<file path="src/rtl/capMemPkg.sv">
////////////////////////////////////////////////////////////////////////////
// Memory data types
// Widths and word layout shared by every block on the data path
////////////////////////////////////////////////////////////////////////////

package capMemPkg;

   // User data width in bits
   localparam int DATA_W = 8;

   // Word address width in bits
   // Sets the upper limit for the array depth
   localparam int ADDR_W = 6;

   // User data word as seen on the write port
   typedef logic [DATA_W-1:0] capData_t;

   // Word address shared by reads and writes
   typedef logic [ADDR_W-1:0] capAddr_t;

   // Stored and returned word
   // Parity sits above the data, so the packed layout is {parity, data}
   typedef struct packed {
      // Even parity over data, or the caller's bit on override writes
      logic     parity;
      // Data as written, bit 0 flipped on hardware override writes
      capData_t data;
   } capWord_t;

endpackage

</file>
<file path="src/rtl/capCtlPkg.sv">
////////////////////////////////////////////////////////////////////////////
// Control and status types
// Write origin, error capture record and capture FSM states
////////////////////////////////////////////////////////////////////////////

package capCtlPkg;

   // Origin and protection mode of one write
   typedef struct packed {
      // Write comes from hardware rather than software
      logic hwActive;
      // Bypass normal parity generation
      logic protOverride;
      // Parity bit supplied by software on override writes
      logic paritySyndromeIn;
   } capWrCtl_t;

   // Sticky record of the first parity error
   typedef struct packed {
      // Set once an error has been captured
      logic                captured;
      // Word address of the failing read
      capMemPkg::capAddr_t addr;
      // Stored parity XOR recomputed parity
      logic                syndrome;
   } capErrStatus_t;

   // Capture FSM states
   typedef enum logic [0:0] {
      CAP_IDLE = 1'b0,
      CAP_HELD = 1'b1
   } capCapState_e;

endpackage

</file>
<file path="src/rtl/CapParityGen.sv">
`timescale 1ns/1ps

////////////////////////////////////////////////////////////////////////////
// Write-side parity generator
// Builds the stored word from the raw data and the write control
////////////////////////////////////////////////////////////////////////////

module CapParityGen (
   input  capMemPkg::capData_t  wrData,
   input  capCtlPkg::capWrCtl_t wrCtl,
   output capMemPkg::capWord_t  genWord
);

   // Software override takes the caller's parity bit
   logic                swOverride;
   // Hardware override plants a single-bit data error
   logic                hwInject;
   logic                parityBit;
   capMemPkg::capData_t dataOut;

   assign swOverride = wrCtl.protOverride & ~wrCtl.hwActive;
   assign hwInject   = wrCtl.protOverride & wrCtl.hwActive;

   // Even parity always covers the raw data
   // so an injected flip shows up as a mismatch on read
   assign parityBit = swOverride ? wrCtl.paritySyndromeIn : ^wrData;

   // Only bit 0 is ever touched
   assign dataOut = wrData ^ {{(capMemPkg::DATA_W-1){1'b0}}, hwInject};

   // Pack into the stored word layout
   assign genWord.parity = parityBit;
   assign genWord.data   = dataOut;

endmodule

</file>
<file path="src/rtl/CapMemArray.sv">
`timescale 1ns/1ps

////////////////////////////////////////////////////////////////////////////
// Single-port storage array
// Registered read, read-before-write on address collision
////////////////////////////////////////////////////////////////////////////

module CapMemArray #(
   parameter int MEM_DEPTH = 48
) (
   input  logic                clk,
   input  logic                rst,
   input  logic                wrEn,
   input  logic                rdEn,
   input  capMemPkg::capAddr_t addr,
   input  capMemPkg::capWord_t wrWord,
   output capMemPkg::capWord_t rdWord,
   output logic                rdValid,
   output capMemPkg::capAddr_t rdAddr
);

   // Storage for data plus parity
   capMemPkg::capWord_t mem [MEM_DEPTH];

   // Write port
   // Word is stored on the edge where wrEn is sampled high
   always_ff @(posedge clk) begin
      if (wrEn) begin
         mem[addr] <= wrWord;
      end
   end

   // Read data and address
   // Nonblocking read of mem returns the old word on a same-cycle write
   always_ff @(posedge clk) begin
      if (rdEn) begin
         rdWord <= mem[addr];
         // Address rides along for the error capture
         rdAddr <= addr;
      end
   end

   // Read valid strobe
   // High for exactly one cycle after each rdEn
   always_ff @(posedge clk) begin
      if (rst) begin
         rdValid <= 1'b0;
      end else begin
         rdValid <= rdEn;
      end
   end

   ////////////////////////////////////////////////////////////////////////////
   // Assertions
   ////////////////////////////////////////////////////////////////////////////

   // Any enabled access must land inside the populated depth
   property pAddrInRange;
      @(posedge clk) disable iff (rst)
         (wrEn || rdEn) |-> (int'(addr) < MEM_DEPTH);
   endproperty

   aAddrInRange : assert property (pAddrInRange)
      else $error("CapMemArray access at address %0d beyond depth %0d", addr, MEM_DEPTH);

   // No stale read strobe leaks out of reset
   property pRdValidAfterRst;
      @(posedge clk)
         rst |=> !rdValid;
   endproperty

   aRdValidAfterRst : assert property (pRdValidAfterRst)
      else $error("CapMemArray rdValid high right after reset");

endmodule

</file>
<file path="src/rtl/CapParityCheck.sv">
`timescale 1ns/1ps

////////////////////////////////////////////////////////////////////////////
// Read-side parity checker
// Flags mismatches and holds the first error until software clears it
////////////////////////////////////////////////////////////////////////////

module CapParityCheck (
   input  logic                     clk,
   input  logic                     rst,
   input  logic                     rdValid,
   input  capMemPkg::capWord_t      rdWord,
   input  capMemPkg::capAddr_t      rdAddr,
   input  logic                     errClear,
   output logic                     parityErr,
   output capCtlPkg::capErrStatus_t errStatus
);

   // Recomputed even parity of the returned data
   logic                     calcParity;
   // Stored parity against recomputed parity
   logic                     syndrome;
   // Capture FSM
   capCtlPkg::capCapState_e  capState;
   capCtlPkg::capCapState_e  capStateNext;
   // Status load strobe and the record it loads
   logic                     loadStatus;
   capCtlPkg::capErrStatus_t newStatus;

   ////////////////////////////////////////////////////////////////////////////
   // Parity recompute
   ////////////////////////////////////////////////////////////////////////////

   assign calcParity = ^rdWord.data;
   assign syndrome   = rdWord.parity ^ calcParity;

   // Only meaningful on the cycle the array presents a word
   assign parityErr = rdValid & syndrome;

   ////////////////////////////////////////////////////////////////////////////
   // Capture FSM
   ////////////////////////////////////////////////////////////////////////////

   always_comb begin
      capStateNext = capState;
      case (capState)
         capCtlPkg::CAP_IDLE: begin
            if (parityErr) begin
               capStateNext = capCtlPkg::CAP_HELD;
            end
         end
         capCtlPkg::CAP_HELD: begin
            // Sticky until software steps in
            capStateNext = capCtlPkg::CAP_HELD;
         end
         default: begin
            capStateNext = capCtlPkg::CAP_IDLE;
         end
      endcase
      // Clear beats a new error in the same cycle
      if (errClear) begin
         capStateNext = capCtlPkg::CAP_IDLE;
      end
   end

   always_ff @(posedge clk) begin
      if (rst) begin
         capState <= capCtlPkg::CAP_IDLE;
      end else begin
         capState <= capStateNext;
      end
   end

   // First error only
   assign loadStatus = (capState == capCtlPkg::CAP_IDLE) & parityErr & ~errClear;

   assign newStatus.captured = 1'b1;
   assign newStatus.addr     = rdAddr;
   assign newStatus.syndrome = syndrome;

   // Status register, visible the cycle after the failing read
   always_ff @(posedge clk) begin
      if (rst || errClear) begin
         errStatus <= '0;
      end else if (loadStatus) begin
         errStatus <= newStatus;
      end
   end

   ////////////////////////////////////////////////////////////////////////////
   // Assertions
   ////////////////////////////////////////////////////////////////////////////

   // Held record is frozen until a clear arrives
   aStatusHeld : assert property (
      @(posedge clk) disable iff (rst)
         (capState == capCtlPkg::CAP_HELD && !errClear) |=> $stable(errStatus)
   ) else $error("CapParityCheck status changed while held");

   // An error can only come with a returned word
   aErrNeedsValid : assert property (
      @(posedge clk) disable iff (rst)
         parityErr |-> rdValid
   ) else $error("CapParityCheck parityErr without rdValid");

endmodule

</file>
<file path="src/rtl/CapMemWrapper.sv">
`timescale 1ns/1ps

////////////////////////////////////////////////////////////////////////////
// Parity-protected single-port memory
// Generator on the write side, storage array, checker on the read side
////////////////////////////////////////////////////////////////////////////

module CapMemWrapper #(
   // Number of populated entries, at most 2**ADDR_W
   parameter int MEM_DEPTH = 48
) (
   input  logic                     clk,
   input  logic                     rst,
   // Write request
   input  logic                     wrEn,
   input  capMemPkg::capData_t      wrData,
   input  capCtlPkg::capWrCtl_t     wrCtl,
   // Read request
   input  logic                     rdEn,
   // Shared by reads and writes
   input  capMemPkg::capAddr_t      addr,
   // One-cycle pulse that releases the status record
   input  logic                     errClear,
   // Read response, one cycle after rdEn
   output logic                     rdValid,
   output capMemPkg::capWord_t      rdWord,
   output logic                     parityErr,
   // Sticky first-error record
   output capCtlPkg::capErrStatus_t errStatus
);

   // Word headed for storage
   capMemPkg::capWord_t genWord;

   // Registered read response from the array
   capMemPkg::capWord_t memRdWord;
   logic                memRdValid;
   capMemPkg::capAddr_t memRdAddr;

   ////////////////////////////////////////////////////////////////////////////
   // Write side
   ////////////////////////////////////////////////////////////////////////////

   // Parity is added in the same cycle as the write
   CapParityGen parityGen_i (
      .wrData  (wrData),
      .wrCtl   (wrCtl),
      .genWord (genWord)
   );

   ////////////////////////////////////////////////////////////////////////////
   // Storage
   ////////////////////////////////////////////////////////////////////////////

   CapMemArray #(
      .MEM_DEPTH (MEM_DEPTH)
   ) memArray_i (
      .clk     (clk),
      .rst     (rst),
      .wrEn    (wrEn),
      .rdEn    (rdEn),
      .addr    (addr),
      .wrWord  (genWord),
      .rdWord  (memRdWord),
      .rdValid (memRdValid),
      .rdAddr  (memRdAddr)
   );

   ////////////////////////////////////////////////////////////////////////////
   // Read side
   ////////////////////////////////////////////////////////////////////////////

   // Checks the same word that goes out to the caller
   CapParityCheck parityCheck_i (
      .clk       (clk),
      .rst       (rst),
      .rdValid   (memRdValid),
      .rdWord    (memRdWord),
      .rdAddr    (memRdAddr),
      .errClear  (errClear),
      .parityErr (parityErr),
      .errStatus (errStatus)
   );

   // Returned word and strobe come straight from the array
   // with the stored parity bit left intact
   assign rdWord  = memRdWord;
   assign rdValid = memRdValid;

endmodule

</file>
<file path="config.mk">
export PLATFORM = sky130hd
export DESIGN_NAME = CapMemWrapper
export DESIGN_NICKNAME = d
export VERILOG_FILES = /design/src/rtl/capMemPkg.sv /design/src/rtl/capCtlPkg.sv /design/src/rtl/CapParityGen.sv /design/src/rtl/CapMemArray.sv /design/src/rtl/CapParityCheck.sv /design/src/rtl/CapMemWrapper.sv
export SDC_FILE = /design/constraint.sdc
export NUM_CORES = 1
export LEC_CHECK = 0
export BUFFER_PORTS_ARGS = -buffer_cell sky130_fd_sc_hd__buf_4
export CORE_ASPECT_RATIO = 0.7
export CORE_UTILIZATION = 40
export CTS_BUF_LIST = sky130_fd_sc_hd__clkbuf_8
export DETAILED_ROUTE_END_ITERATION = 7
export PLACE_DENSITY = 0.67
export SYNTH_ARGS = -nofsm -noshare
export SYNTH_HDL_FRONTEND = slang
export SYNTH_HIERARCHICAL = 1
export SYNTH_SLANG_ARGS = --single-unit
</file>
<file path="constraint.sdc">
create_clock -name clk -period 4 [get_ports clk]
set_clock_uncertainty 0.05 [all_clocks]
set_input_delay 0.8 -clock clk [delete_from_list [all_inputs] [get_ports clk]]
set_output_delay 0.8 -clock clk [all_outputs]
set_load 0.005 [all_outputs]
</file>
==> metrics <==
CTS Buf Count=67; routed wire length per instance=approximately 27 µm; Avg Inst Size Synth=16.93 µm²; Fmax=324.0 MHz; Async S/R FF share, synth=0%; die area=between 0.04 and 0.05 mm²; Max H-tree Level=3; slew margin rel.=33.99%; DRC=0; Slowest cell on crit path=edfxtp_1; Seq cells post-synth=about 460; CP max stage delay=around 520 ps; Layout area overhead=14.35%; drt total wl=50130 µm; # Post-CTS Setup Buffers=0; DRT iter0 DRCs=1619; vias per cell=between 5 and 6; crit path kind=reg -> out; Top delay family on crit path=XOR/XNOR gates; CTS tree=done; pwr dens=468.7 mW/mm²; Worst Hold Path EP=memArray_i/rdValid; Overflow after GRT=0; initial antenna violation count=0; number of synthesized flops with an enable pin=between 400 and 500; routability cong.=0.9118; CP Capture Type=output pin; fill count=about 3.7k; outcome=complete, no violations; CTS Buffer Depth=3; ratio of cells with drive above 1 in the final layout=21.85%; Startpoint Class=register; worst reg2reg path endpoint=memArray_i/rdWord[1]; nets=1213; post-CTS resize count=0; worst reg2reg path startpoint=memArray_i/mem[23][1]; Cell Rows=64; Sink Count=457; Design Area, Final=roughly 0.021 mm²; Core Area=around 0.044 mm²; Final Util=a little under half; Leakage=6.744 nW; worst slew pin tran=roughly 990 ps; setup TNS=0 ps; hpwl dp=between 30000 and 40000 µm; Top Ports=between 40 and 50; Pins Over Slew Limit=0; WP data arrival=around 2200 ps; CP max FO=2; fin cells=1834; HP Class=in -> reg; path depth of the worst reg2reg path=5; Mapped Cells=approximately 1.1k; Synth warnings=6; # hold bufs at CTS=0; critical path required time=~3200 ps; largest net degree at the start of global routing=54; worst vdd ir=around 0.00030 V; first-pass GRT wire length=73420 µm; Max Cap Viol=0; RSZ-0062 raised after global routing=no; Area after DPL=around 0.019 mm²; antenna diode count=0; Final Hold Vio Count=0; count of final setup violators=0; Post-synth top flop=edfxtp_1; fin crit share=about 77%; overall die height=~180 µm; Bufs and invs on worst path=1; vias in the first global route=approximately 11k; DRT Pass-1 Iters=5; IO buf count=40; most used cell, CP=xor2_1; DR vias=around 11k; Total GRT Usage=22.27%; crit path cell chain=xor2_1 -> xnor3_2 -> xor2_1 -> nor2b_1 -> buf_4; Die W=~260 µm; Clock Tree Root=clkbuf_8; Hold Path Origin=rst; post-placement cell count=1716; Pwr Total=9.630 mW; Synth cell types=60; Worst-Skew Late Latency=about 630 ps; Reg2Reg Setup Slack=roughly 1900 ps; hold-critical path depth=2; number of routed nets with antenna violations=0; sequential fraction of the synthesis area=about three quarters; clk slew on worst S/H paths=70 ps; Initial Utilization=approximately two fifths; post-route minimum period=3086 ps; synthesized area=around 0.018 mm²; syn nets=around 1.1k
==> worst reg2reg max path, delay by kind of cell (launching register included) <==
| kind | cells | cell delay [ps] |
|---|---|---|
| DFF | 1 | 360 |
| AOI/OAI and AO/OA | 3 | 970 |
| muxes | 1 | 260 |
| and+or+nand+nor | 1 | 170 |
==> worst max-delay path by stage <==
stage                         start                     to  slack, ps  cells after the start
6_report       memArray_i/rdWord[4]              parityErr        910                      5
5_1_grt        memArray_i/rdWord[4]              parityErr        830                      5
4_1_cts        memArray_i/rdWord[3]              parityErr        890                      5
3_5_place_dp                addr[1]  memArray_i/mem[24][2]        400                      5
3_3_place_gp                addr[1]  memArray_i/mem[24][5]        470                      5
2_1_floorplan              wrCtl[2]   memArray_i/mem[0][0]       1200                      2
==> layer usage <==
metal  part of all wire [%]  vias up  track usage, %
li1                       -     4554               -
met3                     15      106           8.100
met4                    2.2        0           6.376
met1                     42     5444           32.47
met2                     41      817           31.00
met5                      0        -               0
==> cells in the mapped netlist, types with 10 or more instances <==
master / count / area share (%)
edfxtp_1: 447 / 75
a221oi_1: 83 / 4.0
nor2_1: 83 / 1.7
nand2_1: 64 / 1.3
mux2i_1: 45 / 2.5
mux2_2: 26 / 1.6
a21oi_1: 25 / 0.70
buf_2: 24 / 0.67
clkbuf_1: 21 / 0.44
o21ai_0: 21 / 0.58
a22oi_1: 20 / 0.84
mux4_2: 17 / 2.1
o22ai_1: 16 / 0.56
buf_4: 14 / 0.58
dfxtp_1: 10 / 1.1
==> stage by stage <==
stage,setup slack (ps),hold slack (ps)
final,914.0,301.1
after global routing,826.7,281.1
after CTS,894.5,267.8
after detailed placement,398.7,399.4
after global placement,467.0,393.8
after floorplan,1198,376.0
==> cell families after synthesis <==
| logic type | synth area share [%] |
|---|---|
| compound gates | 9.506 |
| xor+xnor | 0.8497 |
| buf+inv | 2.403 |
| flops | 75.83 |
| mux | 6.560 |
| simple gates | 4.854 |
==> layout by cell type (no fill, tap or decap), types with 3 or more instances in the layout <==
cell,Yosys,layout
clkinv_2,0,5
a32oi_1,4,4
xor2_1,3,3
mux2_2,26,26
mux4_2,17,17
o22a_1,6,6
nand3_1,8,8
o221ai_1,3,3
a211oi_1,8,8
xnor2_1,9,8
o21ai_0,21,21
dfxtp_1,10,10
o211ai_1,6,6
a22oi_1,20,20
buf_4,14,130
nor2b_1,8,6
nand4_1,5,5
clkbuf_8,0,73
o2111ai_1,4,4
a221oi_1,83,83
mux2i_1,45,45
o21a_1,3,3
edfxtp_1,447,447
inv_1,4,25
a21oi_1,25,25
a31oi_1,8,8
nand2_1,64,64
o22ai_1,16,16
o2bb2ai_1,6,6
nor2_1,83,82
clkinv_1,1,17
nor3_1,5,5
nand2b_1,9,9
==> power by group <==
| group | internal, mW | switching, mW | total [mW] | leakage, nW |
|---|---|---|---|---|
| clock | 1.74 | 1.77 | 3.51 | 0.696 |
| combinational | 0.233 | 0.494 | 0.726 | 1.93 |
| sequential | 5.37 | 0.0311 | 5.40 | 4.12 |
| total | 7.34 | 2.29 | 9.63 | 6.74 |
==> state kept, by name, indices dropped and copies added, names as in the netlist <==
signal                   cells
memArray_i/mem             432
memArray_i/rdWord            9
parityCheck_i/errStatus      8
memArray_i/rdAddr            6
memArray_i/rdValid           1
parityCheck_i/capState       1
==> area by class of cell <==
| class | instances | area, µm² | area share (%) |
|---|---|---|---|
| Clock buffer | 73 | 1005 | 4.890 |
| Clock inverter | 45 | 209.0 | 1.017 |
| Inverter | 6 | 22.52 | 0.1096 |
| Multi-Input combinational cell | 527 | 3926 | 19.11 |
| Sequential cell | 457 | 13620 | 66.31 |
| Tap cell | 594 | 743.2 | 3.618 |
| Timing Repair Buffer | 132 | 1016 | 4.945 |
No activity file was read; power rests on OpenSTA's default activity.
